$ cat config.mk
export PLATFORM = sky130hd
export DESIGN_NAME = fetch_stage
export DESIGN_NICKNAME = d
export VERILOG_FILES = /design/src/logic/cpu_pkg.sv /design/src/logic/fetch_stage.sv
export SDC_FILE = /design/constraint.sdc
export NUM_CORES = 2
export LEC_CHECK = 0
export BUFFER_PORTS_ARGS = -buffer_cell sky130_fd_sc_hd__buf_2
export CAP_MARGIN = 20
export CORE_UTILIZATION = 60
export CTS_CLUSTER_DIAMETER = 120
export CTS_CLUSTER_SIZE = 14
export DETAILED_ROUTE_END_ITERATION = 10
export GPL_ROUTABILITY_DRIVEN = 1
export PLACE_DENSITY = 0.73
export SETUP_SLACK_MARGIN = 0.05
export SYNTH_ARGS = -nofsm -noshare
export SYNTH_HDL_FRONTEND = slang
export SYNTH_SLANG_ARGS = --single-unit
$ cat constraint.sdc
create_clock -name clk -period 4.93 [get_ports clk]
set_clock_uncertainty 0.05 [all_clocks]
set_input_delay 0.7395 -clock clk [delete_from_list [all_inputs] [get_ports clk]]
set_output_delay 0.7395 -clock clk [all_outputs]
set_load 0.02 [all_outputs]
$ cat src/logic/cpu_pkg.sv
package cpu_pkg;

  localparam int data_width     = 32;
  localparam int reg_addr_width = 5;
  localparam int mem_addr_width = 6;
  localparam int imm_width      = 16;
  localparam int opcode_width   = 6;
  localparam int apb_addr_width = 12;

  // opcodes, bits 31..26 of the instruction
  localparam logic [opcode_width-1:0] op_nop  = 6'd0;
  localparam logic [opcode_width-1:0] op_add  = 6'd1;
  localparam logic [opcode_width-1:0] op_sub  = 6'd2;
  localparam logic [opcode_width-1:0] op_and  = 6'd3;
  localparam logic [opcode_width-1:0] op_or   = 6'd4;
  localparam logic [opcode_width-1:0] op_xor  = 6'd5;
  localparam logic [opcode_width-1:0] op_slt  = 6'd6;
  localparam logic [opcode_width-1:0] op_addi = 6'd7;
  localparam logic [opcode_width-1:0] op_lw   = 6'd8;
  localparam logic [opcode_width-1:0] op_sw   = 6'd9;
  localparam logic [opcode_width-1:0] op_halt = 6'h3f;

  typedef enum logic [2:0] {
    alu_add,
    alu_sub,
    alu_and,
    alu_or,
    alu_xor,
    alu_slt
  } alu_op_t;

  // apb byte address map
  localparam logic [apb_addr_width-1:0] apb_imem_base = 12'h000;
  localparam logic [apb_addr_width-1:0] apb_dmem_base = 12'h100;
  localparam logic [apb_addr_width-1:0] apb_reg_base  = 12'h200;
  localparam logic [apb_addr_width-1:0] apb_ctrl_addr = 12'h300;

  typedef struct packed {
    alu_op_t alu_op;
    logic    alu_src;
    logic    reg_dst;
    logic    reg_write;
    logic    mem_read;
    logic    mem_write;
    logic    halt;
  } ctrl_t;

  typedef struct packed {
    logic                  valid;
    logic [data_width-1:0] instr;
  } if_id_t;

  typedef struct packed {
    logic                      valid;
    ctrl_t                     ctrl;
    logic [reg_addr_width-1:0] rs;
    logic [reg_addr_width-1:0] rt;
    logic [reg_addr_width-1:0] dst;
    logic [data_width-1:0]     op_a;
    logic [data_width-1:0]     op_b;
    logic [imm_width-1:0]      imm;
  } id_ex_t;

  typedef struct packed {
    logic                      valid;
    logic                      reg_write;
    logic                      mem_read;
    logic                      mem_write;
    logic                      halt;
    logic [reg_addr_width-1:0] dst;
    logic [data_width-1:0]     alu_result;
    logic [data_width-1:0]     store_data;
  } ex_mem_t;

  // also the register write port and a forwarding source
  typedef struct packed {
    logic                      valid;
    logic                      reg_write;
    logic                      halt;
    logic [reg_addr_width-1:0] dst;
    logic [data_width-1:0]     wb_data;
  } mem_wb_t;

  typedef struct packed {
    logic                      en;
    logic                      write;
    logic [mem_addr_width-1:0] addr;
    logic [data_width-1:0]     wdata;
  } dbg_mem_t;

endpackage
$ cat src/logic/fetch_stage.sv
`timescale 1ns/1ps

module fetch_stage (
  input  logic              clk,
  input  logic              rst_n,
  input  logic              start,
  input  logic              busy,
  input  logic              stall,
  input  cpu_pkg::dbg_mem_t imem_dbg,
  output cpu_pkg::if_id_t   if_id
);

  logic [cpu_pkg::data_width-1:0]     imem [2**cpu_pkg::mem_addr_width];
  logic [cpu_pkg::mem_addr_width-1:0] pc;
  logic [cpu_pkg::data_width-1:0]     instr;
  logic                               running;

  assign instr = imem[pc];

  // loaded over apb while idle
  always_ff @(posedge clk) begin
    if (imem_dbg.en && imem_dbg.write) begin
      imem[imem_dbg.addr] <= imem_dbg.wdata;
    end
  end

  always_ff @(posedge clk) begin
    if (!rst_n || start) begin
      pc          <= '0;
      running     <= start;
      if_id.valid <= 1'b0;
    end else if (!stall) begin
      if (running && busy) begin
        pc          <= pc + 1'b1;
        if_id.valid <= 1'b1;
        if_id.instr <= instr;
        // nothing past the halt is issued
        if (instr[31:26] == cpu_pkg::op_halt) begin
          running <= 1'b0;
        end
      end else begin
        if_id.valid <= 1'b0;
      end
    end
  end

endmodule

# Word-level counts from Yosys, hierarchy flattened
# Memories as Yosys holds them, arrays and structs flattened. A register that Yosys moved wholly into a read port is not among the register bits.
# Cells that the tools add are included.
# totals
register_bits	40
ram_bits	2048
input_bits	45
word_cells	28
memories	1
# memory_table
memory	depth	word_bits	read_ports	rd_clocked_by_memory_dff	write_ports	line	source
imem	64	32	1	1	1	fetch_stage.sv:13	logic [cpu_pkg::data_width-1:0] imem [2**cpu_pkg::mem_addr_width];
# classes
addsub	1
eq_ne	2
muxes	9
bitwise	2
reduce_logical	9
# op_table
operator	count
$mux 6	2
$mux 1	7
$add 6x1->6 const B	1
$eq 6x6->1 const B	1
$reduce_and 3->1	2
$reduce_bool 2->1	2
$logic_and 1x1->1	2
$ne 2x1->1 const B	1
$not 1->1	2
$reduce_and 2->1	1
$logic_not 1->1	1
$logic_or 1x1->1	1

# Logic depth before layout (Yosys ltp)
# depth
depth_word	5
depth_mapped	12
mapped_depth_nobuf	7

# Least setup slack after synthesis
# No wires, ideal clock.
# synth_path
kind	input to register
from	input imem_dbg[36] (netlist name)
to	memory imem[48][0] (netlist name), enable pin
arrival_ns	3.509
setup_slack_ns	0.910
stages	5
path_buffers	1
path_cell_list	clkbuf_1 -> nand2_1 -> nor3_1 -> nand2b_1 -> nor3_1
# synth_rtl
item	line	source
from (decl)	fetch_stage.sv:9	input cpu_pkg::dbg_mem_t imem_dbg,
to (decl)	fetch_stage.sv:13	
# No word-level cell before the write port.

==> key figures <==
Run status
  • Status: finished, final reports clean

GRT
  • Total GRT Usage: about 30%
  • Remaining Overflow, GRT: 0
  • First-pass GRT wire length: roughly 280000 um
  • Largest net degree at the start of global routing: roughly 100
  • Initial antenna violation count: 10
  • GR Util met1: approximately 42%
  • Vias in the first global route: between 30k and 40k
  • Met2 Track Usage GR: roughly 47%
  • GR met3 Demand/Resource: 6.49%
  • Busiest grt layer: met2

STA
  • Final Hold Fails: 0
  • Unrepaired setup endpoints after global routing: false
  • Crit share post-route: approximately 80%
  • Final critical-path required period: 3.91 ns
  • FMAX: 256 MHz
  • Setup TNS: 0 ns
  • Final worst slack: 1.02 ns
  • Max-slew violation count: 0
  • Least-Margin Pin Slew: 1.16 ns
  • Final setup viols: 0
  • Max_slew headroom: roughly 22%

Synth
  • Synth cell types: 50
  • Mapped Nets: about 3.3k
  • Cells after synthesis: around 3.2k
  • Ys async rst share: 0%
  • Number of synthesized flops with an enable pin: 2081
  • Synth top cells by count: 2081 x edfxtp_1, 606 x mux4_2, 87 x nor2_1
  • Dominant cells by area after synthesis: edfxtp_1 79%, mux4_2 17%, mux2i_1 0.73%
  • Cell taking the most area after synthesis: edfxtp_1
  • Yosys reg bits: approximately 2.1k
  • Synth top area share: between 70% and 80%
  • Count leader, synth: edfxtp_1
  • Predominant post-synthesis flop cell: edfxtp_1
  • Post-synthesis sequential area ratio: 78.9%
  • Count of warnings emitted by yosys: 0
  • Mean Syn Cell Area: approximately 25 um^2
  • Post-synthesis cell area: 0.0795 mm^2

Hold path
  • Hold WC Path Type: primary input to flip-flop

Critical path
  • Critical path class: flip-flop to flip-flop
  • CP Capture Type: flip-flop
  • CP max FO: 25
  • Crit start category: flip-flop
  • Critical path required time: roughly 5.4 ns
  • WP data arrival: between 4 and 5 ns

Detailed routing
  • DRT Pass-1 Iters: 6
  • 1st-iter DRT viols: 5551
  • Final ANT Viol Nets: 0
  • Vias: roughly 37k
  • DRT Wirelength: 196000 um
  • Drc violations: 0
  • Drt wl/cell: approximately 37 um
  • Vias/cell: roughly 7.0

Die
  • Die ar.: 0.134 mm^2
  • Initial core utilization: between 60 and 70%
  • Row cnt: around 130
  • Chip height: roughly 370 um
  • I/O pin cnt: roughly 80
  • Core area: between 0.1 and 0.15 mm^2
  • Die Width: 366 um

Power
  • Peak VDD IR: between 0.0003 and 0.0004 V
  • Pleak: between 20 and 30 nW
  • Pwr Density: roughly 370 mW/mm^2

Clocking
  • Clock Latency Late Sink: around 0.8 ns
  • CTS tree: yes
  • Sink Count: between 2k and 2.5k
  • Inserted Clock Buffers: 167
  • Clock transition at path regs: about 0.07 ns
  • CTS Buffer Depth: 3
  • CTS resizes: 0
  • Hold buffer count at CTS: 0
  • Root Buffer: clkbuf_16
  • Post-CTS Setup Inserts: 0
  • Htree depth: 4

Layout
  • Layout Area Growth over Synthesis: 10.7%
  • Nets: approximately 3.5k
  • Layout cells sized above 1: a little under a third

Place
  • Setup slack at placement: roughly 1.0 ns
  • GPL Wtd Cong: just over 0.8
  • Hpwl dp: 106000 um
  • PortBufs: 77

Run
  • Max cap viols: 0
-- layer usage --
metal	wire (um)	vias to the layer above	share of wire (%)
met1	71700	19830	37
met3	21900	410	11
met2	94600	2465	48
met5	80	-	0.041
li1	-	14349	-
met4	7410	12	3.8
-- sequential cells by signal, indices dropped and copies added, names as in the netlist, named ones only --
register  cells
imem       2048
if_id        33
pc            6
running       1
-- final timing paths --
path,start,end,slack (ns),depth (start not counted)
max,flip-flop,if_id[0]$_DFFE_PP_,1.02,7
min,start,running$_SDFFCE_PN0P_,0.11,1
max reg2reg,flip-flop,if_id[0]$_DFFE_PP_,1.02,7
min reg2reg,if_id[32]$_SDFFE_PP0N_,if_id[32]$_SDFFE_PP0N_,0.44,2
-- placed cells by master, fill, tap and decap left out, drive strengths merged, types with 15 or more instances in the layout --
cell / n
edfxtp: 2081
mux4: 606
buf: 240
clkbuf: 191
nor2: 87
mux2i: 58
nand2: 40
o21ai: 19
a21oi: 18
nor2b: 15
-- layout make-up --
| class | instances | area [um^2] |
|---|---|---|
| flip-flops and latches | 2094 | 62800 |
| fillers | 7896 | 43400 |
| multi-input cells | 969 | 16400 |
| clock buffers | 191 | 4400 |
| well taps | 1755 | 2200 |
| repair buffers | 240 | 2160 |
| clock inverters | 9 | 105 |
| inverters | 3 | 16.3 |
| diodes | 2 | 5.00 |
-- power by group --
group	leakage, nW	switching [mW]	internal [mW]
Sequential	18.8	0.0242	19.6
Combinational	5.20	0.474	0.241
Clock	2.20	5.79	6.25
Total	26.2	6.28	26.1
-- logic make-up (layout without fill, tap and decap cells) --
group	Yosys count	after routing	synth area share, %
flip-flops	2094	2094	78.9
multiplexers	677	677	18.1
AND/OR/NAND/NOR	189	189	1.08
buffers and inverters	172	443	1.06
AO/OA/AOI/OAI	97	97	0.817
XOR/XNOR	5	5	0.0551
adder cells (fa/ha/maj)	1	1	0.0157
other	0	2	0
-- worst max-delay path, cell delays in order, from the launching register on --
cell and delay (ns):
dfxtp_4 0.69, buf_12 0.28, buf_4 0.38, mux4_2 0.56, mux4_2 0.47, nor2b_1 0.15, a211oi_1 0.88, a31oi_1 0.10
-- through the flow --
stage | power (mW) | util, % | hold WS (ns) | area (um^2) | std cells
after CTS | 32.5 | 66.7 | 0.0672 | 87600 | 5242
after floorplan | 20.3 | - | 0.418 | 79500 | 3235
after global routing | 33.2 | 67.0 | 0.0864 | 88100 | 5261
after global placement | 20.7 | 63.2 | 0.403 | 83100 | 5041
final | 32.4 | 67.0 | 0.115 | 88100 | 5263
after detailed placement | 20.7 | 63.2 | 0.438 | 83100 | 5042
No activity file was read; power rests on OpenSTA's default activity.
