$ cat src/logic/cpu_pkg.sv
package cpu_pkg;

  localparam int data_width     = 32;
  localparam int reg_addr_width = 5;
  localparam int mem_addr_width = 6;
  localparam int imm_width      = 16;
  localparam int opcode_width   = 6;
  localparam int apb_addr_width = 12;

  // opcodes, bits 31..26 of the instruction
  localparam logic [opcode_width-1:0] op_nop  = 6'd0;
  localparam logic [opcode_width-1:0] op_add  = 6'd1;
  localparam logic [opcode_width-1:0] op_sub  = 6'd2;
  localparam logic [opcode_width-1:0] op_and  = 6'd3;
  localparam logic [opcode_width-1:0] op_or   = 6'd4;
  localparam logic [opcode_width-1:0] op_xor  = 6'd5;
  localparam logic [opcode_width-1:0] op_slt  = 6'd6;
  localparam logic [opcode_width-1:0] op_addi = 6'd7;
  localparam logic [opcode_width-1:0] op_lw   = 6'd8;
  localparam logic [opcode_width-1:0] op_sw   = 6'd9;
  localparam logic [opcode_width-1:0] op_halt = 6'h3f;

  typedef enum logic [2:0] {
    alu_add,
    alu_sub,
    alu_and,
    alu_or,
    alu_xor,
    alu_slt
  } alu_op_t;

  // apb byte address map
  localparam logic [apb_addr_width-1:0] apb_imem_base = 12'h000;
  localparam logic [apb_addr_width-1:0] apb_dmem_base = 12'h100;
  localparam logic [apb_addr_width-1:0] apb_reg_base  = 12'h200;
  localparam logic [apb_addr_width-1:0] apb_ctrl_addr = 12'h300;

  typedef struct packed {
    alu_op_t alu_op;
    logic    alu_src;
    logic    reg_dst;
    logic    reg_write;
    logic    mem_read;
    logic    mem_write;
    logic    halt;
  } ctrl_t;

  typedef struct packed {
    logic                  valid;
    logic [data_width-1:0] instr;
  } if_id_t;

  typedef struct packed {
    logic                      valid;
    ctrl_t                     ctrl;
    logic [reg_addr_width-1:0] rs;
    logic [reg_addr_width-1:0] rt;
    logic [reg_addr_width-1:0] dst;
    logic [data_width-1:0]     op_a;
    logic [data_width-1:0]     op_b;
    logic [imm_width-1:0]      imm;
  } id_ex_t;

  typedef struct packed {
    logic                      valid;
    logic                      reg_write;
    logic                      mem_read;
    logic                      mem_write;
    logic                      halt;
    logic [reg_addr_width-1:0] dst;
    logic [data_width-1:0]     alu_result;
    logic [data_width-1:0]     store_data;
  } ex_mem_t;

  // also the register write port and a forwarding source
  typedef struct packed {
    logic                      valid;
    logic                      reg_write;
    logic                      halt;
    logic [reg_addr_width-1:0] dst;
    logic [data_width-1:0]     wb_data;
  } mem_wb_t;

  typedef struct packed {
    logic                      en;
    logic                      write;
    logic [mem_addr_width-1:0] addr;
    logic [data_width-1:0]     wdata;
  } dbg_mem_t;

endpackage
$ cat src/logic/memory_stage.sv
`timescale 1ns/1ps

module memory_stage (
  input  logic                           clk,
  input  logic                           rst_n,
  input  logic                           start,
  input  cpu_pkg::ex_mem_t               ex_mem,
  input  cpu_pkg::dbg_mem_t              dmem_dbg,
  output logic [cpu_pkg::data_width-1:0] dmem_rdata,
  output cpu_pkg::mem_wb_t               mem_wb,
  output logic                           retire_halt
);

  logic [cpu_pkg::data_width-1:0]     dmem [2**cpu_pkg::mem_addr_width];
  logic [cpu_pkg::mem_addr_width-1:0] addr;
  logic [cpu_pkg::data_width-1:0]     wdata;
  logic [cpu_pkg::data_width-1:0]     rdata;
  logic                               wr_en;

  // debug port only active while idle
  assign addr  = dmem_dbg.en ? dmem_dbg.addr : ex_mem.alu_result[cpu_pkg::mem_addr_width-1:0];
  assign wdata = dmem_dbg.en ? dmem_dbg.wdata : ex_mem.store_data;
  assign wr_en = dmem_dbg.en ? dmem_dbg.write : (ex_mem.valid && ex_mem.mem_write);
  assign rdata = dmem[addr];

  assign dmem_rdata = rdata;

  always_ff @(posedge clk) begin
    if (wr_en) begin
      dmem[addr] <= wdata;
    end
  end

  always_ff @(posedge clk) begin
    if (!rst_n || start) begin
      mem_wb.valid <= 1'b0;
    end else begin
      mem_wb.valid     <= ex_mem.valid;
      mem_wb.reg_write <= ex_mem.reg_write;
      mem_wb.halt      <= ex_mem.halt;
      mem_wb.dst       <= ex_mem.dst;
      mem_wb.wb_data   <= ex_mem.mem_read ? rdata : ex_mem.alu_result;
    end
  end

  assign retire_halt = mem_wb.valid && mem_wb.halt;

endmodule

$ cat config.mk
export PLATFORM = sky130hd
export DESIGN_NAME = memory_stage
export DESIGN_NICKNAME = d
export VERILOG_FILES = /design/src/logic/cpu_pkg.sv /design/src/logic/memory_stage.sv
export SDC_FILE = /design/constraint.sdc
export NUM_CORES = 2
export LEC_CHECK = 0
export BUFFER_PORTS_ARGS = -buffer_cell sky130_fd_sc_hd__buf_2
export CAP_MARGIN = 20
export CORE_MARGIN = 1
export CORE_UTILIZATION = 25
export DETAILED_ROUTE_END_ITERATION = 12
export PLACE_DENSITY = 0.5
export SETUP_SLACK_MARGIN = 0.4
export SYNTH_ARGS = -nofsm -noshare
export SYNTH_HDL_FRONTEND = slang
export SYNTH_SLANG_ARGS = --single-unit
$ cat constraint.sdc
create_clock -name clk -period 5.75 [get_ports clk]
set_clock_uncertainty 0.2 [all_clocks]
set_input_delay 1.725 -clock clk [delete_from_list [all_inputs] [get_ports clk]]
set_output_delay 1.725 -clock clk [all_outputs]
set_load 0.02 [all_outputs]
# Word-level counts from Yosys, hierarchy flattened
# Memories as Yosys holds them, arrays and structs flattened.
# Cells that the tools add are included.
[word_totals]
inputBits = 117
elab_cells = 16
reg_bits = 40
out_inout_bits = 73
n_memories = 1
ramBits = 2048
[classes]
mux = 6
reduce_logical = 4
[memory_table]
columns = ["memory", "words", "width", "read_ports", "rd_ports_with_merged_regs", "write_ports", "line_no", "text"]
rows = [
  ["dmem", 64, 32, 1, 0, 1, "memory_stage.sv:14", "logic [cpu_pkg::data_width-1:0] dmem [2**cpu_pkg::mem_addr_width];"],
]
[op_table]
columns = ["op", "n"]
rows = [
  ["$mux W32", 2],
  ["$mux W6", 1],
  ["$mux W1", 3],
  ["$logic_and A1 B1 Y1", 2],
  ["$logic_not A1 Y1", 1],
  ["$logic_or A1 B1 Y1", 1],
]

# Logic depth before layout (Yosys ltp)
[logic_depth]
ltp_word = 4
ltp_mapped = 11
depth_no_buf = 7

# Least setup slack after synthesis
# Ideal clock, no wire load.
[synth_timing]
path_kind = "input port to output port"
from = "input dmem_dbg[33] in the netlist's numbering"
to = "output dmem_rdata[29] in the netlist's numbering"
path_buffers = 3
t_arrival_ns = 3.785
path_slack_ns = 0.040
t_required_ns = 3.825
path_stages = 10
path_cell_list = "buf_4 nor4bb_2 or2_1 buf_2 buf_2 a222oi_1 a21boi_0 a31oi_1 a2111oi_1 nand2_1"
[synth_between]
elab_chain_cells = 2
[synth_lines]
columns = ["element", "line_no", "text"]
rows = [
  ["start: declaration", "memory_stage.sv:8", "input cpu_pkg::dbg_mem_t dmem_dbg,"],
  ["$mux W6", "memory_stage.sv:21", "assign addr = dmem_dbg.en ? dmem_dbg.addr : ex_mem.alu_result[cpu_pkg::mem_addr_width-1:0];"],
  ["$mem_v2 Z64 W32", "n/a", ""],
  ["end: declaration", "memory_stage.sv:9", "output logic [cpu_pkg::data_width-1:0] dmem_rdata,"],
]
# No other way between the ends.

# Worst setup path in the final report
[layout_timing]
from = "input dmem_dbg[39] in the netlist's numbering"
to = "output dmem_rdata[14] in the netlist's numbering"
# Same word-level chain as after synthesis.

==> flow_metrics.tcl <==
set metrics [dict create \
    status "complete, but fails checks" \
    failed_checks "setup timing" \
    post-route-util_pct 32.9 \
    grt.overflow.total 0 \
    postRouteAntennaNets 0 \
    setup_violation_total_in_the_final_timing_report 32 \
    portBuffers 189 \
    worst_slew_margin_rel_pct 25.3 \
    number_of_buffers_created_by_cts 226 \
    sequential_cell_area_fraction_in_the_yosys_report_pct 80.5 \
    clk_pin_slew_ns 0.06 \
    min_period_ns 6.51 \
    drt-pass1-iter-count 8 \
    final_max_slew_viol_count 0 \
    critPathArrivalTime_ns 4.58 \
    path_class "input pin to primary output" \
    die-area_um2 314000 \
    layout_setup_ws_ns -0.756 \
    grt_start_max_net_pins 65 \
    yosysWarnings 0 \
    setup_repair_after_global_routing_missed_its_margin "yes" \
    fill_count 29696 \
    hold_path.class "input pin to flop" \
    maxClockFrequency_mhz 154 \
    initial_core_util_pct 25.2 \
    hold_violations 0 \
    vias_per_cell 5.19 \
    place.gp.congestion 0.870 \
    layoutNonFillerInstCount 9573 \
    worstSetupEndpointType "primary output" \
    share_seq_of_total_power_pct 49.3 \
    synth_enable_flop_cells 2087 \
    fin_crit_sh_pct 113 \
    combinationalPowerShare_pct 9.5 \
    drc 0 \
    detailedRoute.firstIterationViolations 7342 \
    clock_insertion_delay_worst_skew_ns 0.99 \
    postRouteWirelength_mm 300 \
    flow.area_growth_from_synthesis_pct 30.9 \
    worst-path-max-fanout 8 \
    sw_frac_of_total_pct 23.9 \
    synth.lib_cells_used.distinct 79 \
    htree_num_levels 4 \
    first_pass_grt_wire_length_mm 403 \
    post-dp-hpwl_mm 185 \
    cts_root_buffer "clkbuf_16" \
    intPower_mw 26.3 \
    routed-via-count 49660 \
    synth_top_flop_cell "edfxtp_1" \
    grt_antenna_before_repair 17 \
    crit_path_start_kind "input pin" \
    syn-cell-area_um2 77800 \
    power_switching_mw 8.24 \
    cts.sink_count 2088 \
    cts_buffer_depth 4 \
    place_inst 9002 \
    worst_slew_pin_slew_ns 1.12 \
    design.core.area_um2 309000 \
    layout.nets 5385 \
    post_route_cells_drive_above_1_share_pct 33.1 \
    syn-mean-instance-area_um2 18.2 \
    p_leak_nw 32.3 \
    grt_pass1_vias 47735 \
    globalRouteTotalUtil_pct 18.4 \
    power.density_cell_area_nw_per_um2 339 \
    die_height_um 560 \
    die_x_um 560 \
    syn-num-nets 4389 \
    postSynth.asyncResetShare_pct 0 \
    floorplan.rows 204 \
    worst_ep_required_time_ns 3.83 \
    vdd.ir_drop.worst_v 0.000300 \
    cts_tree "yes" \
    ys_ff_latch 2088 \
    cap_viol_max_count 0 \
    pwr-share-clk_pct 41.2 \
    synth_cells 4272 \
    floorplan.io_pins 190 \
    route.detailed.wl_per_inst_um 31.3 \
]
[per-stage QoR]
step | setup WS, ns | power (mW) | setup TNS [ns] | hold WS (ns) | instance area (um2)
floorplan | 0.267 | 18.5 | 0 | 0.584 | 78300
global route | -0.842 | 35.4 | -21.01 | 0.679 | 102000
detailed placement | -1.33 | 20.1 | -31.16 | 0.832 | 90600
finish | -0.756 | 34.5 | -19.19 | 0.719 | 102000
CTS | -0.812 | 34.5 | -19.90 | 0.653 | 100000
global placement | -1.41 | 20.1 | -32.63 | 0.818 | 90600
[power by group through the flow]
stage | sequential [mW] | clock, mW | combinational (mW)
2_1_floorplan | 17.4 | 0 | 1.18
3_3_place_gp | 17.3 | 0 | 2.77
3_5_place_dp | 17.3 | 0 | 2.79
4_1_cts | 17.0 | 14.4 | 3.08
5_1_grt | 17.0 | 15.0 | 3.39
6_report | 17.0 | 14.2 | 3.28
[cells in the final DEF, fill, tap and decap left out, drive strengths merged, types with 17 or more instances in the layout]
cell type	netlist	final
a21oi	94	94
a221oi	30	30
a222oi	89	89
a22o	37	37
a22oi	660	660
a31oi	53	53
a41oi	72	72
buf	153	1042
bufinv	0	17
clkbuf	136	288
clkinv	0	96
edfxtp	2087	2087
mux2	118	118
mux2i	73	73
nand2	135	135
nand3	42	42
nand4	68	68
nor2	97	97
nor3	18	18
nor4	17	17
o211ai	22	22
o21ai	71	71
o22a	29	29
[repair_timing]
action | in CTS | in global routing
resized for setup | 278 | 199
gates cloned | 13 | 8
hold buffers | 0 | 0
setup endpoints to repair | 32 | 32
buffers inserted | 73 | 63
pin swaps | 102 | 130
hold endpoints to repair | 0 | 0
[final cells by class]
class | count | area [um2] | share of cell area (%)
antenna | 7 | 17.5 | 0.0172
clock buffer | 280 | 5900 | 5.79
clock inverter | 126 | 1250 | 1.22
inverter | 1 | 3.75 | 0.00368
multi-input combinational | 1894 | 16000 | 15.7
sequential | 2088 | 62700 | 61.5
tap | 4120 | 5150 | 5.06
timing repair buffer | 1057 | 10900 | 10.7
[flip-flops by register name, indices dropped and copies added, names as in the netlist]
signal,flops
dmem,2048
mem_wb,40
[Yosys cell counts, types with 6 or more instances]
cell type / n / area [um2]
a21o_1: 9 / 67.6
a21oi_1: 92 / 460
a221oi_1: 30 / 263
a222oi_1: 89 / 891
a22o_1: 37 / 324
a22oi_1: 660 / 4950
a31o_2: 9 / 78.8
a31oi_1: 53 / 332
a41o_1: 10 / 100
a41oi_1: 72 / 631
buf_1: 40 / 150
buf_2: 103 / 515
clkbuf_1: 136 / 510
edfxtp_1: 2087 / 62700
mux2_2: 116 / 1310
mux2i_1: 70 / 701
nand2_1: 135 / 507
nand3_1: 42 / 210
nand4_1: 68 / 425
nand4b_1: 13 / 114
nor2_1: 97 / 364
nor2b_1: 11 / 68.8
nor3_1: 15 / 75.1
nor3b_1: 6 / 45.0
nor4_1: 16 / 100
o2111ai_1: 9 / 78.8
o211ai_1: 22 / 165
o21ai_0: 70 / 350
o221ai_1: 13 / 114
o22a_1: 29 / 254
o22ai_1: 7 / 43.8
[critical path, stage by stage]
cell     delay, ns
buf_16        0.13
buf_8         0.14
buf_12        0.12
nor4b_4       0.12
or2_4         0.26
buf_12        0.16
buf_12        0.14
buf_16        0.13
buf_8         0.12
a22oi_2       0.14
a41oi_2       0.21
nor4_4        0.46
buf_4         0.18
nand4_1       0.22
buf_4         0.26
[metal layers]
metal  vias up  part of all wire [%]  track usage, %
li1      20141                     -               -
met1     26369                    42            25.4
met2      2700                    46            29.2
met3       446                   8.9            3.38
met4         4                   3.0            5.61
met5         -                0.0090               0
[kinds of logic after synthesis]
group | synth area share (%)
AO/OA/AOI/OAI | 12.3
buffers and inverters | 1.64
AND/OR/NAND/NOR | 2.87
flip-flops | 80.5
multiplexers | 2.70
[worst paths after layout]
kind | start | slack, ns | endpoint | cells after the start
min reg2reg | dmem[14][0] | 0.75 | mem_wb[0] | 6
min | ex_mem[66] | 0.72 | mem_wb[34] | 1
max | dmem_dbg[39] | -0.76 | dmem_rdata[14] | 15
max reg2reg | dmem[8][30] | 2.83 | mem_wb[30] | 7
Power figures use the tool's default switching activity.
