### src/logic/cpu_pkg.sv
package cpu_pkg;

  localparam int data_width     = 32;
  localparam int reg_addr_width = 5;
  localparam int mem_addr_width = 6;
  localparam int imm_width      = 16;
  localparam int opcode_width   = 6;
  localparam int apb_addr_width = 12;

  // opcodes, bits 31..26 of the instruction
  localparam logic [opcode_width-1:0] op_nop  = 6'd0;
  localparam logic [opcode_width-1:0] op_add  = 6'd1;
  localparam logic [opcode_width-1:0] op_sub  = 6'd2;
  localparam logic [opcode_width-1:0] op_and  = 6'd3;
  localparam logic [opcode_width-1:0] op_or   = 6'd4;
  localparam logic [opcode_width-1:0] op_xor  = 6'd5;
  localparam logic [opcode_width-1:0] op_slt  = 6'd6;
  localparam logic [opcode_width-1:0] op_addi = 6'd7;
  localparam logic [opcode_width-1:0] op_lw   = 6'd8;
  localparam logic [opcode_width-1:0] op_sw   = 6'd9;
  localparam logic [opcode_width-1:0] op_halt = 6'h3f;

  typedef enum logic [2:0] {
    alu_add,
    alu_sub,
    alu_and,
    alu_or,
    alu_xor,
    alu_slt
  } alu_op_t;

  // apb byte address map
  localparam logic [apb_addr_width-1:0] apb_imem_base = 12'h000;
  localparam logic [apb_addr_width-1:0] apb_dmem_base = 12'h100;
  localparam logic [apb_addr_width-1:0] apb_reg_base  = 12'h200;
  localparam logic [apb_addr_width-1:0] apb_ctrl_addr = 12'h300;

  typedef struct packed {
    alu_op_t alu_op;
    logic    alu_src;
    logic    reg_dst;
    logic    reg_write;
    logic    mem_read;
    logic    mem_write;
    logic    halt;
  } ctrl_t;

  typedef struct packed {
    logic                  valid;
    logic [data_width-1:0] instr;
  } if_id_t;

  typedef struct packed {
    logic                      valid;
    ctrl_t                     ctrl;
    logic [reg_addr_width-1:0] rs;
    logic [reg_addr_width-1:0] rt;
    logic [reg_addr_width-1:0] dst;
    logic [data_width-1:0]     op_a;
    logic [data_width-1:0]     op_b;
    logic [imm_width-1:0]      imm;
  } id_ex_t;

  typedef struct packed {
    logic                      valid;
    logic                      reg_write;
    logic                      mem_read;
    logic                      mem_write;
    logic                      halt;
    logic [reg_addr_width-1:0] dst;
    logic [data_width-1:0]     alu_result;
    logic [data_width-1:0]     store_data;
  } ex_mem_t;

  // also the register write port and a forwarding source
  typedef struct packed {
    logic                      valid;
    logic                      reg_write;
    logic                      halt;
    logic [reg_addr_width-1:0] dst;
    logic [data_width-1:0]     wb_data;
  } mem_wb_t;

  typedef struct packed {
    logic                      en;
    logic                      write;
    logic [mem_addr_width-1:0] addr;
    logic [data_width-1:0]     wdata;
  } dbg_mem_t;

endpackage
### src/logic/apb_debug.sv
`timescale 1ns/1ps

module apb_debug (
  input  logic                                clk,
  input  logic                                rst_n,
  input  logic [cpu_pkg::apb_addr_width-1:0]  paddr,
  input  logic                                psel,
  input  logic                                penable,
  input  logic                                pwrite,
  input  logic [cpu_pkg::data_width-1:0]      pwdata,
  output logic [cpu_pkg::data_width-1:0]      prdata,
  output logic                                pready,
  output logic                                pslverr,
  input  logic [cpu_pkg::data_width-1:0]      dmem_rdata,
  input  logic [cpu_pkg::data_width-1:0]      reg_rdata,
  input  logic                                retire_halt,
  output cpu_pkg::dbg_mem_t                   imem_dbg,
  output cpu_pkg::dbg_mem_t                   dmem_dbg,
  output logic [cpu_pkg::reg_addr_width-1:0]  reg_raddr,
  output logic                                start,
  output logic                                busy
);

  logic access;
  logic sel_imem;
  logic sel_dmem;
  logic sel_reg;
  logic sel_ctrl;
  logic mem_ok;
  logic done;

  assign access = psel && penable;

  // address decode
  assign sel_imem = paddr[11:8] == cpu_pkg::apb_imem_base[11:8];
  assign sel_dmem = paddr[11:8] == cpu_pkg::apb_dmem_base[11:8];
  assign sel_reg  = paddr[11:7] == cpu_pkg::apb_reg_base[11:7];
  assign sel_ctrl = paddr == cpu_pkg::apb_ctrl_addr;

  assign mem_ok  = access && !busy;
  assign pready  = 1'b1;
  assign pslverr = access && (!(sel_imem || sel_dmem || sel_reg || sel_ctrl) ||
                              (busy && (sel_imem || sel_dmem || sel_reg)));

  assign imem_dbg.en    = mem_ok && sel_imem;
  assign imem_dbg.write = pwrite;
  assign imem_dbg.addr  = paddr[cpu_pkg::mem_addr_width+1:2];
  assign imem_dbg.wdata = pwdata;

  assign dmem_dbg.en    = mem_ok && sel_dmem;
  assign dmem_dbg.write = pwrite;
  assign dmem_dbg.addr  = paddr[cpu_pkg::mem_addr_width+1:2];
  assign dmem_dbg.wdata = pwdata;

  assign reg_raddr = paddr[cpu_pkg::reg_addr_width+1:2];

  always_comb begin
    prdata = '0;
    if (sel_dmem) begin
      prdata = dmem_rdata;
    end else if (sel_reg) begin
      prdata = reg_rdata;
    end else if (sel_ctrl) begin
      prdata = {{(cpu_pkg::data_width-2){1'b0}}, done, busy};
    end
  end

  // a start while running is ignored
  assign start = mem_ok && pwrite && sel_ctrl && pwdata[0];

  //////////////////////////////
  // run control

  always_ff @(posedge clk) begin
    if (!rst_n) begin
      busy <= 1'b0;
      done <= 1'b0;
    end else if (start) begin
      busy <= 1'b1;
      done <= 1'b0;
    end else if (retire_halt) begin
      busy <= 1'b0;
      done <= 1'b1;
    end
  end

endmodule

### config.mk
export PLATFORM = sky130hd
export DESIGN_NAME = apb_debug
export DESIGN_NICKNAME = d
export VERILOG_FILES = /design/src/logic/cpu_pkg.sv /design/src/logic/apb_debug.sv
export SDC_FILE = /design/constraint.sdc
export NUM_CORES = 1
export LEC_CHECK = 0
export ABC_AREA = 1
export BUFFER_PORTS_ARGS = -buffer_cell sky130_fd_sc_hd__buf_2
export CAP_MARGIN = 0
export CELL_PAD_IN_SITES_DETAIL_PLACEMENT = 0
export CELL_PAD_IN_SITES_GLOBAL_PLACEMENT = 1
export CORE_MARGIN = 2
export CORE_UTILIZATION = 15
export DETAILED_ROUTE_END_ITERATION = 16
export PLACE_DENSITY = 0.8
export RECOVER_POWER = 100
export SLEW_MARGIN = 40
export SYNTH_ARGS = -nofsm -noshare
export SYNTH_HDL_FRONTEND = slang
export SYNTH_SLANG_ARGS = --single-unit
### constraint.sdc
create_clock -name clk -period 0.9 [get_ports clk]
set_input_delay 0.045 -clock clk [delete_from_list [all_inputs] [get_ports clk]]
set_output_delay 0.045 -clock clk [all_outputs]
set_load 0.05 [all_outputs]
# --- Word level (Yosys, flattened, before mapping) ---
# Cells that the tools add are included.
# W data, S select, Z words.
word_totals:
  reg_bits: 2
  out_inout_bits: 121
classes:
  n_eq_ne: 3
  n_mux: 5
  bitwise_logic: 1
  n_reduce_logical: 18
op_table:
  columns: ["op", "n"]
  rows:
  - ["$mux W32", 2]
  - ["$eq A12 B10 Y1 const B", 1]
  - ["$logic_and A1 B1 Y1", 9]
  - ["$eq A5 B3 Y1 const B", 1]
  - ["$eq A4 B1 Y1 const B", 1]
  - ["$logic_not A4 Y1", 1]
  - ["$logic_or A1 B1 Y1", 4]
  - ["$logic_not A1 Y1", 2]
  - ["$mux W1", 2]
  - ["$mux W2", 1]
  - ["$reduce_bool A2 Y1", 1]
  - ["$reduce_or A2 Y1", 1]
  - ["$not A1 Y1", 1]

# --- Longest topological paths before layout ---
logic_depth:
  ltp_word: 7
  ltp_mapped: 7
  depth_no_buf: 7

# --- Least setup slack after synthesis ---
# No wires, ideal clock.
synth_timing:
  path_type: "flip-flop to output port"
  start: "register busy"
  end: "output dmem_dbg[39] in the netlist's numbering"
  arrival_time_ps: 1799
  t_required_ps: 855
  path_slack_ps: -944
  path_stages_with_launch: 4
  n_path_buf: 0
  cell_sequence: "dfxtp_1 inv_1 nand3_1 nor3_1"
synth_rtl:
  columns: ["element", "line_no", "rtl"]
  rows:
  - ["start: declaration", "apb_debug.sv:21", "output logic busy"]
  - ["start signal: assignment", "apb_debug.sv:76", "busy <= 1'b0;"]
  - ["start signal: assignment", "apb_debug.sv:79", "busy <= 1'b1;"]
  - ["start signal: assignment", "apb_debug.sv:82", "busy <= 1'b0;"]
  - ["end: declaration", "apb_debug.sv:18", "output cpu_pkg::dbg_mem_t dmem_dbg,"]

# --- Final worst setup path ---
layout_timing:
  start: "input paddr[10] in the netlist's numbering"
  end: "output prdata[27] in the netlist's numbering"
layout_between:
  elab_chain_len: 3
layout_rtl:
  columns: ["element", "line_no", "rtl"]
  rows:
  - ["start: declaration", "apb_debug.sv:6", "input logic [cpu_pkg::apb_addr_width-1:0] paddr,"]
  - ["$eq A5 B3 Y1", "apb_debug.sv:37", "assign sel_reg = paddr[11:7] == cpu_pkg::apb_reg_base[11:7];"]
  - ["$mux W32", "apb_debug.sv:61", "end else if (sel_reg) begin"]
  - ["$mux W32 (*)", "apb_debug.sv:59", "if (sel_dmem) begin"]
  - ["end: declaration", "apb_debug.sv:11", "output logic [cpu_pkg::data_width-1:0] prdata,"]
# Mark *: on every way between the ends. The rest lies on a longest branch, timed or not.

==> results.txt <==
Largest net degree at the start of global routing = 26
I/O Pins = 235
Fin crit share = 1.36
WL met3 = 416 um
Synth Register Bits = 2
Crit-path cells = buf_6 > nor2_4 > nand2_4 > nor2_4 > buf_12 > clkbuf_16 > nand2_2 > o21ai_4 > buf_6
EDFF count, synth = 0
Yosys top cell by area = buf_4
Most common flop cell mapped by yosys = dfxtp_1
Post-layout min period = 1.22 ns
Nets = 432
Max FO, Critical Path = 6
Pwr dens = 563 nW/um2
H-tree depth = 1
R2R setup slack = -0.12 ns
Largest family of logic cells by synthesized area = buffers and inverters
Worst hold path cell count = 3
Die area = 10000 um2
Drt via density = 3.83
Design area = 2760 um2
Num CTS Buffers = 3
Total track usage = 0.0836
Mean post-synth cell area = 5.92 um2
Failing checks = negative setup slack
Antenna violations before repair = 0
Vias in the first global route = 1567
GRT overflow = 0
Place WS = -0.403 ns
Yosys cell types = 20
Final hold vios = 0
Post-Synth Adder-Cell Area = 0
Worst Setup Path Type = in2out
Post-synth top area share = 0.460
GP Congestion = 0.688
Syn nets = 348
Residual DRC = 0
Worst Path Required = 0.85 ns
Row Count = 35
WHS Endpoint = busy$_SDFFE_PN0P_
Drt first-iter violations = 20
Crit. End Element = output pin
Worst Setup Start Kind = input pin
FF/Latch Area = 43.8 um2
Die W = 100 um
Clk sinks = 2
CTS tree = yes
Depth of the worst register-to-register path = 5
Clk_lat worst skew = 0.23 ns
DRT Pass-1 Iters = 4
CTS Hold Buffers Added = 0
Status = finished, violations left
Clk slew on worst S/H paths = 0.03 ns
Layout area overhead = 98.8%
Yosys warns = 0
Simple-Gate Fraction of Synth Area = 0.234
Max Slew Vio Count = 0
Top post-synthesis cells by area = buf_4 (46%), nand2_1 (11%), inv_1 (10%)
Final ANT Viol Nets = 0
CP max stage cell = nor2_4
DIE HEIGHT = 100 um
Worst setup margin = -0.320 ns
Met2 Routed Length = 2830 um
Wire per inst = 12.3 um
Worst Tran Pin Value = 0.608 ns
# diodes = 0
Placeable Area = 9110 um2
CTS max path bufs = 2
Post-synthesis xor/xnor area fraction = 0
Sequential share of the synthesized area = 0.0289
Post-synthesis compound-gate area fraction = 0.140
Initial core utilization = 0.152
RSZ-0062 raised after global routing = yes
Critical R2R Capture = busy$_SDFFE_PN0P_
Vias = 1639
Async SR Flop Fraction = 0
Slowest Stage Delay on Critical Path = 0.19 ns
Most frequent cell after synthesis = buf_4
DR top layer = met4
Fmax = 820 MHz
Layout cells sized above 1 = 0.741
Post-synth top cells = buf_4 (85), nand2_1 (40), inv_1 (38), nor2_1 (13), o21ai_0 (13)
Final setup TNS = -10.41 ns
Synthesized cell area = 1390 um2
Hold_sp = rst_n
Area occupied by multi-input gates = 1080 um2
First-pass GRT wire length = 6880 um
DP Area = 2100 um2
Max-Slew Margin vs Limit = 0.596
Number of port buffers = 140
Mapped Cells = 234
IR drop worst, VDD = 733 uV
Max Cap Viol = 0
Routed wire length = 5270 um
Reg-to-Reg Start = busy$_SDFFE_PN0P_
# fillers = 986
Mux contribution to synthesized area = 0
Clock skew = 0.00762 ns
Worst Hold Class = in2reg
Root Buffer Master = clkbuf_8
LEAKAGE = 1.38 nW
Dpl hpwl = 3870 um
Met1 wire length = 1870 um
Final setup viols = 38
Arrival @ worst endpoint = 1.17 ns
routing by layer:
| layer | track usage | vias up |
|---|---|---|
| met2 | 0.147 | 89 |
| met5 | 0 | - |
| li1 | - | 789 |
| met4 | 0.0411 | 0 |
| met3 | 0.0195 | 21 |
| met1 | 0.0947 | 740 |
power by group:
part / internal (mW) / total, mW / switching [mW]
clock: 0.303 / 0.406 / 0.103
combinational: 0.388 / 1.05 / 0.666
sequential: 0.0896 / 0.0921 / 0.00251
total: 0.780 / 1.55 / 0.772
worst max-delay path by stage:
stage / from / endpoint / slack [ns]
floorplan: busy$_SDFFE_PN0P_ / imem_dbg[39] / -0.20
global placement: paddr[10] / prdata[22] / -0.35
detailed placement: paddr[10] / prdata[22] / -0.40
CTS: paddr[11] / prdata[22] / -0.30
global route: paddr[10] / prdata[27] / -0.37
finish: paddr[10] / prdata[27] / -0.32
metrics by stage:
| stage | hold WS [ns] | power [mW] | utilization | cells |
|---|---|---|---|---|
| 2_1_floorplan | 0.153 | 1.47 | - | 234 |
| 3_3_place_gp | 0.0905 | 0.992 | 0.231 | 412 |
| 3_5_place_dp | 0.0905 | 1.00 | 0.231 | 412 |
| 4_1_cts | 0.0596 | 1.51 | 0.276 | 419 |
| 5_1_grt | 0.0836 | 1.63 | 0.303 | 428 |
| 6_report | 0.0587 | 1.55 | 0.303 | 428 |
state kept, by name, summed over array words and instances (netlist names):
| register | count |
|---|---|
| busy | 1 |
| done | 1 |
repair_timing:
item,4_1_cts,5_1_grt
setup endpoints to repair,39,39
gates cloned,0,5
setup buffers,3,5
pin swaps,7,7
gates resized for setup,102,35
cells in the final DEF (no fill, tap or decap), drive strengths merged, types with 8 or more instances in the layout:
| master | count |
|---|---|
| nand3 | 8 |
| nand2 | 41 |
| buf | 144 |
| nor2 | 16 |
| inv | 36 |
| o21ai | 30 |
| clkbuf | 29 |
worst max-delay path: cells and delay by family:
kind            cells  cell delay [ns]
buf+inv             4             0.57
compound gates      1             0.06
simple gates        4             0.49
kinds of logic after synthesis:
kind of cell / count (synthesis)
other cells: 1
buf+inv: 128
compound gates: 32
flops: 2
simple gates: 71
layout make-up:
type / instances / area share
tap: 111 / 0.0504
inverter: 38 / 0.0554
clock buffer: 4 / 0.0163
sequential: 2 / 0.0159
timing repair buffer: 169 / 0.472
multi-input combinational: 104 / 0.390
Note: power is estimated with default switching activity, not from simulation.
