`src/logic/cpu_pkg.sv`:
```
package cpu_pkg;

  localparam int data_width     = 32;
  localparam int reg_addr_width = 5;
  localparam int mem_addr_width = 6;
  localparam int imm_width      = 16;
  localparam int opcode_width   = 6;
  localparam int apb_addr_width = 12;

  // opcodes, bits 31..26 of the instruction
  localparam logic [opcode_width-1:0] op_nop  = 6'd0;
  localparam logic [opcode_width-1:0] op_add  = 6'd1;
  localparam logic [opcode_width-1:0] op_sub  = 6'd2;
  localparam logic [opcode_width-1:0] op_and  = 6'd3;
  localparam logic [opcode_width-1:0] op_or   = 6'd4;
  localparam logic [opcode_width-1:0] op_xor  = 6'd5;
  localparam logic [opcode_width-1:0] op_slt  = 6'd6;
  localparam logic [opcode_width-1:0] op_addi = 6'd7;
  localparam logic [opcode_width-1:0] op_lw   = 6'd8;
  localparam logic [opcode_width-1:0] op_sw   = 6'd9;
  localparam logic [opcode_width-1:0] op_halt = 6'h3f;

  typedef enum logic [2:0] {
    alu_add,
    alu_sub,
    alu_and,
    alu_or,
    alu_xor,
    alu_slt
  } alu_op_t;

  // apb byte address map
  localparam logic [apb_addr_width-1:0] apb_imem_base = 12'h000;
  localparam logic [apb_addr_width-1:0] apb_dmem_base = 12'h100;
  localparam logic [apb_addr_width-1:0] apb_reg_base  = 12'h200;
  localparam logic [apb_addr_width-1:0] apb_ctrl_addr = 12'h300;

  typedef struct packed {
    alu_op_t alu_op;
    logic    alu_src;
    logic    reg_dst;
    logic    reg_write;
    logic    mem_read;
    logic    mem_write;
    logic    halt;
  } ctrl_t;

  typedef struct packed {
    logic                  valid;
    logic [data_width-1:0] instr;
  } if_id_t;

  typedef struct packed {
    logic                      valid;
    ctrl_t                     ctrl;
    logic [reg_addr_width-1:0] rs;
    logic [reg_addr_width-1:0] rt;
    logic [reg_addr_width-1:0] dst;
    logic [data_width-1:0]     op_a;
    logic [data_width-1:0]     op_b;
    logic [imm_width-1:0]      imm;
  } id_ex_t;

  typedef struct packed {
    logic                      valid;
    logic                      reg_write;
    logic                      mem_read;
    logic                      mem_write;
    logic                      halt;
    logic [reg_addr_width-1:0] dst;
    logic [data_width-1:0]     alu_result;
    logic [data_width-1:0]     store_data;
  } ex_mem_t;

  // also the register write port and a forwarding source
  typedef struct packed {
    logic                      valid;
    logic                      reg_write;
    logic                      halt;
    logic [reg_addr_width-1:0] dst;
    logic [data_width-1:0]     wb_data;
  } mem_wb_t;

  typedef struct packed {
    logic                      en;
    logic                      write;
    logic [mem_addr_width-1:0] addr;
    logic [data_width-1:0]     wdata;
  } dbg_mem_t;

endpackage
```
`src/logic/execute_stage.sv`:
```
`timescale 1ns/1ps

module execute_stage (
  input  logic              clk,
  input  logic              rst_n,
  input  logic              start,
  input  cpu_pkg::id_ex_t   id_ex,
  input  cpu_pkg::mem_wb_t  mem_wb,
  output cpu_pkg::ex_mem_t  ex_mem
);

  logic [cpu_pkg::data_width-1:0] op_a;
  logic [cpu_pkg::data_width-1:0] op_b;
  logic [cpu_pkg::data_width-1:0] alu_b;
  logic [cpu_pkg::data_width-1:0] alu_result;
  cpu_pkg::ex_mem_t               ex_mem_d;

  // newest producer wins
  function automatic logic [cpu_pkg::data_width-1:0] forward(
    input logic [cpu_pkg::reg_addr_width-1:0] src,
    input logic [cpu_pkg::data_width-1:0]     id_val,
    input cpu_pkg::ex_mem_t                   em,
    input cpu_pkg::mem_wb_t                   mw
  );
    if ((src != '0) && em.valid && em.reg_write && (em.dst == src)) begin
      return em.alu_result;
    end else if ((src != '0) && mw.valid && mw.reg_write && (mw.dst == src)) begin
      return mw.wb_data;
    end else begin
      return id_val;
    end
  endfunction

  assign op_a  = forward(id_ex.rs, id_ex.op_a, ex_mem, mem_wb);
  assign op_b  = forward(id_ex.rt, id_ex.op_b, ex_mem, mem_wb);

  // immediates are zero extended
  assign alu_b = id_ex.ctrl.alu_src ?
                 {{(cpu_pkg::data_width-cpu_pkg::imm_width){1'b0}}, id_ex.imm} : op_b;

  //////////////////////////////
  // alu

  always_comb begin
    case (id_ex.ctrl.alu_op)
      cpu_pkg::alu_add: alu_result = op_a + alu_b;
      cpu_pkg::alu_sub: alu_result = op_a - alu_b;
      cpu_pkg::alu_and: alu_result = op_a & alu_b;
      cpu_pkg::alu_or:  alu_result = op_a | alu_b;
      cpu_pkg::alu_xor: alu_result = op_a ^ alu_b;
      cpu_pkg::alu_slt: begin
        alu_result = {{(cpu_pkg::data_width-1){1'b0}}, $signed(op_a) < $signed(alu_b)};
      end
      default: alu_result = op_a + alu_b;
    endcase
  end

  always_comb begin
    ex_mem_d.valid      = id_ex.valid;
    ex_mem_d.reg_write  = id_ex.ctrl.reg_write;
    ex_mem_d.mem_read   = id_ex.ctrl.mem_read;
    ex_mem_d.mem_write  = id_ex.ctrl.mem_write;
    ex_mem_d.halt       = id_ex.ctrl.halt;
    ex_mem_d.dst        = id_ex.dst;
    ex_mem_d.alu_result = alu_result;
    ex_mem_d.store_data = op_b;
  end

  always_ff @(posedge clk) begin
    if (!rst_n || start) begin
      ex_mem.valid <= 1'b0;
    end else begin
      ex_mem <= ex_mem_d;
    end
  end

endmodule

```
`config.mk`:
```
export PLATFORM = sky130hd
export DESIGN_NAME = execute_stage
export DESIGN_NICKNAME = d
export VERILOG_FILES = /design/src/logic/cpu_pkg.sv /design/src/logic/execute_stage.sv
export SDC_FILE = /design/constraint.sdc
export NUM_CORES = 1
export LEC_CHECK = 0
export ABC_AREA = 1
export ABC_CLOCK_PERIOD_IN_PS = 5250
export BUFFER_PORTS_ARGS = -buffer_cell sky130_fd_sc_hd__buf_2
export CAP_MARGIN = 10
export CORE_ASPECT_RATIO = 1.1
export CORE_MARGIN = 5
export CORE_UTILIZATION = 46
export DETAILED_ROUTE_END_ITERATION = 7
export PLACE_DENSITY_LB_ADDON = 0.25
export SETUP_SLACK_MARGIN = 0.3
export SYNTH_ARGS = -nofsm -noshare
export SYNTH_HDL_FRONTEND = slang
export SYNTH_SLANG_ARGS = --single-unit
```
`constraint.sdc`:
```
create_clock -name clk -period 5.25 [get_ports clk]
set_clock_uncertainty 0.05 [all_clocks]
set_input_delay 0.525 -clock clk [delete_from_list [all_inputs] [get_ports clk]]
set_output_delay 0.525 -clock clk [all_outputs]
set_load 0.01 [all_outputs]
```
Word-level counts from Yosys, hierarchy flattened

Cells that the tools add are included.

Input port bits: 148
Logic and storage cells: 45
Output and inout port bits: 74
Register bits: 74

Reduce and logical (&&, ||, !) cells: 16
Mux-type cells: 6
$add $sub $neg: 2
Equality and inequality tests: 9
Magnitude comparators: 1
Bitwise gates (word level): 3

Operator list:

| kind                                                             | number |
|---|---|
| 32-bit 2-to-1 mux                                                | 5 |
| 32-bit case mux with 5 select lines                              | 1 |
| 32-bit adder                                                     | 1 |
| 32-bit AND                                                       | 1 |
| 32-bit < comparator                                              | 1 |
| 32-bit bitwise OR                                                | 1 |
| 32-bit subtractor                                                | 1 |
| 32-bit XOR                                                       | 1 |
| 5-bit == test                                                    | 4 |
| 1-bit logical AND                                                | 12 |
| 5-bit nonzero test                                               | 2 |
| 3-bit by 2-bit == test with 1-bit output (second input constant) | 2 |
| 3-bit == test (second input constant)                            | 2 |
| 3-bit by 1-bit == test with 1-bit output (second input constant) | 1 |
| 1-bit zero test                                                  | 1 |
| 1-bit logical OR                                                 | 1 |

Logic depth before layout (Yosys ltp)

Depth in word-level cells: 9
Depth in mapped cells: 27
Depth with buffers taken out: 26

Worst setup path before layout

OpenSTA, ideal clock, no wires.

Path kind: input port to flip-flop
Start point: input rst_n
End point: register ex_mem[0] in the netlist's numbering (enable)
Path buffers: 0
Setup time: 0.507 ns
Stages on the path: 2
Required time: 4.693 ns
Arrival time: 3.645 ns
Path slack: 1.048 ns
Path through: inv_1 -> nor2_1

Longest elaborated chain between the ends: 2

RTL lines:

| item                 | RTL line            | source |
|---|---|---|
| start, declared      | execute_stage.sv:5  | `input logic rst_n,` |
| 1-bit zero test      | execute_stage.sv:70 | `if (!rst_n \|\| start) begin` |
| 1-bit logical OR     | execute_stage.sv:70 |  |
| end signal, assigned | execute_stage.sv:73 | `ex_mem <= ex_mem_d;` |
| end, declared        | execute_stage.sv:9  | `output cpu_pkg::ex_mem_t ex_mem` |

Every way passes these cells.
A chain may end at the register's enable or synchronous reset.

Worst setup path in the final report

Start point: register ex_mem[64] in the netlist's numbering
End point: register ex_mem[56] in the netlist's numbering, data pin

Longest elaborated chain between the ends: 6
Elaborated cells between the ends (all ways): 13
Those cells by class: add/sub (2); eq/ne (2); mux (4); bitwise (3); reduce/logical (2)

RTL lines:

| item                                                     | RTL line                                                      | source |
|---|---|---|
| 5-bit == test (*)                                        | execute_stage.sv:25                                           | `if ((src != '0) && em.valid && em.reg_write && (em.dst == src)) begin` |
| 1-bit logical AND (*)                                    | execute_stage.sv:25                                           |  |
| 32-bit 2-to-1 mux (*)                                    | execute_stage.sv:25                                           |  |
| via op_b, one bit                                        | execute_stage.sv:13                                           | `logic [cpu_pkg::data_width-1:0] op_b;` |
| 32-bit 2-to-1 mux (*)                                    | execute_stage.sv:38                                           | `assign alu_b = id_ex.ctrl.alu_src ?` |
| 32-bit adder / 32-bit subtractor (equally long branches) | execute_stage.sv:46, execute_stage.sv:54, execute_stage.sv:47 |  |
| 32-bit case mux with 5 select lines (*)                  | execute_stage.sv:45                                           | `case (id_ex.ctrl.alu_op)` |
| via alu_result, one bit                                  | execute_stage.sv:15                                           | `logic [cpu_pkg::data_width-1:0] alu_result;` |

Mark *: on every way through the listed nets, which the timed path passes. The rest lies on a longest branch.

==> flow_summary.toml <==
[outcome]
status = "finished clean"

[route]
vias_per_cell = 5.25
wire_per_inst_um = 17.6
drt_iter0_markers = 1367
routed_wl_um = 41400
drt_pre_antenna_iters = 6
route.detailed.drc = 0
ant_nets = 0
via_count = 12300

[timing]
drv_slew = 0
setup_viol = 0
post-route-period-util_pct = 82.6
max_freq_ghz = 0.231
rsz0062_at_grt = "false"
slew-limit-headroom_pct = 24.6
worst_slew_pin_slew_ns = 1.12
tns_ns = 0
finalHoldViolCount = 0
post-route-min-period_ns = 4.33

[cts]
cts_setup_buffers = 0
cts_root_buf = "clkbuf_16"
cts-hold-fix-buffers = 0
ctsResizeCount = 0
cts_buffer_depth = 2
htree_levels = 3
cts_made_buffers = 9
cts_tree = "yes"
cts.sinks = 74
insertion_delay_ns = 0.33
clk_pin_slew_ns = 0.07

[cells_and_area]
finalNetCount = 2283
drive_gt1_share_pct = 15.1
final_util_pct = 52.8
top_regs = "ex_mem x74"
area_growth_pct = 14.2
regMostFlops = "ex_mem"
largest_reg_flops = 74

[logic_synthesis]
synth.most_common_cell = "nand2_1"
ys_ff_latch = 74
ys_seq_area_share_pct = 20.4
yosysUniqueCellTypes = 40
yosys-top-cells-area = "nand2_1 23%, edfxtp_1 20%, inv_1 13%"
syn_area_um2 = 10800
syn_nets = 2111
yosys_warnings = 0
synth.top_cell.area_share_pct = 22.8
async_flop_share_pct = 0
avgSynthCellArea_um2 = 5.82
synth_cells = 1865
synth_top_area_cell = "nand2_1"
synth_top_cells_by_count = "659 x nand2_1, 377 x inv_1, 146 x nand3_1"
synth_edf_count = 73
synthFlopType = "edfxtp_1"

[global_route]
grt_use_total_pct = 29.8
first_global_vias = 11200
overflow = 0
grt_max_degree = 46
grt_pass1_wl_um = 62300
grt_antenna_before_repair = 1

[critical_path]
path_max_fanout = 21
end_kind = "flop"
crit_required_ns = 5.22
worstPathArrival_ns = 4.30
path_class = "flop to flop"
crit_path_start_kind = "flop"
ff2ff_path_depth = 21

[die]
dieArea_um2 = 26800
num_rows = 59
die_x_um = 156
start_util_pct = 46.2
die_y_um = 171
core_area_um2 = 23500
pin_count = 222

[power_and_ir_drop]
power-per-cell-area_nw_per_um2 = 199
irDropWorstVdd_v = 0.000130
power_leakage_nw = 7.25

[placed_design]
gp_congestion = 0.994
dp_hpwl_um = 34500
portBuffers = 219

[hold_path]
hold_class = "input port to flop"
holdPathStages = 1

[flow_run]
max-cap-violations = 0
## logic make-up after synthesis
| group | after synthesis | synth area share (%) |
|---|---|---|
| fa+ha+maj | 98 | 11.4 |
| flops | 74 | 20.4 |
| compound gates | 235 | 12.8 |
| buf+inv | 457 | 16.7 |
| simple gates | 984 | 37.3 |
| xor+xnor | 17 | 1.37 |
## area by class of cell
class | instances | area, um^2
Clock inverter | 6 | 67.6
Clock buffer | 10 | 229
Tap cell | 305 | 382
Timing Repair Buffer | 230 | 1190
Fill cell | 2511 | 11100
Inverter | 388 | 1460
Multi-Input combinational cell | 1334 | 6850
Sequential cell | 74 | 2210
Antenna cell | 2 | 5.00
## cells in the final DEF, fill, tap and decap left out, types with 12 or more instances in the layout
cell,n
nand3_1,146
nand2_2,28
a21oi_1,84
o21ai_0,51
nand4_1,12
nor3_1,16
ha_1,96
edfxtp_1,73
inv_1,377
buf_2,219
nand2_1,659
o22ai_1,30
o21ai_1,32
xor2_1,14
o211ai_2,14
nor2_1,106
## worst max-delay path, stage by stage (launching register included)
cell      delay (ns)
edfxtp_1        0.51
xor2_1          0.21
nor3_1          0.26
nand2_2         0.09
inv_2           0.33
buf_4           0.28
nand2_1         0.07
nand2_1         0.10
nand2_1         0.08
nand2_1         0.12
inv_1           0.12
fa_1            0.46
nor2_1          0.17
nand2_1         0.08
nand3_1         0.25
nand2_1         0.11
nand2_1         0.16
nand2_1         0.13
nand3_1         0.11
nand2_1         0.05
nand3_1         0.06
nand3_1         0.20
## worst paths after layout
| kind | start | to | slack [ns] |
|---|---|---|---|
| max | ex_mem[64]$_DFFE_PN_ | ex_mem[56]$_DFFE_PN_ | 0.92 |
| min | id_ex[95] | ex_mem[69]$_DFFE_PN_ | 0.31 |
| max reg2reg | ex_mem[64]$_DFFE_PN_ | ex_mem[56]$_DFFE_PN_ | 0.92 |
| min reg2reg | ex_mem[51]$_DFFE_PN_ | ex_mem[19]$_DFFE_PN_ | 0.57 |
## per-layer routing
layer  GRT usage (%)  routed length (um)
met4            6.26                 677
met5               0                   0
met1            43.9               19000
met2            47.3               18100
met3            3.09                3680
## metrics by stage
stage / cell area, um^2 / hold WS [ns] / total power [mW] / std cells / setup WS (ns)
final: 12400 / 0.311 / 2.47 / 2349 / 0.916
after floorplan: 10800 / 0.551 / 1.46 / 1865 / 1.05
after global placement: 12100 / 0.557 / 1.82 / 2331 / 0.899
after global routing: 12400 / 0.293 / 2.63 / 2348 / 0.612
after detailed placement: 12100 / 0.560 / 1.83 / 2331 / 0.850
after CTS: 12400 / 0.301 / 2.45 / 2347 / 1.04
## report_power, final
group | switching, mW | internal (mW)
logic | 0.762 | 0.351
clock network | 0.253 | 0.369
registers | 0.0280 | 0.706
Power figures use the tool's default switching activity.
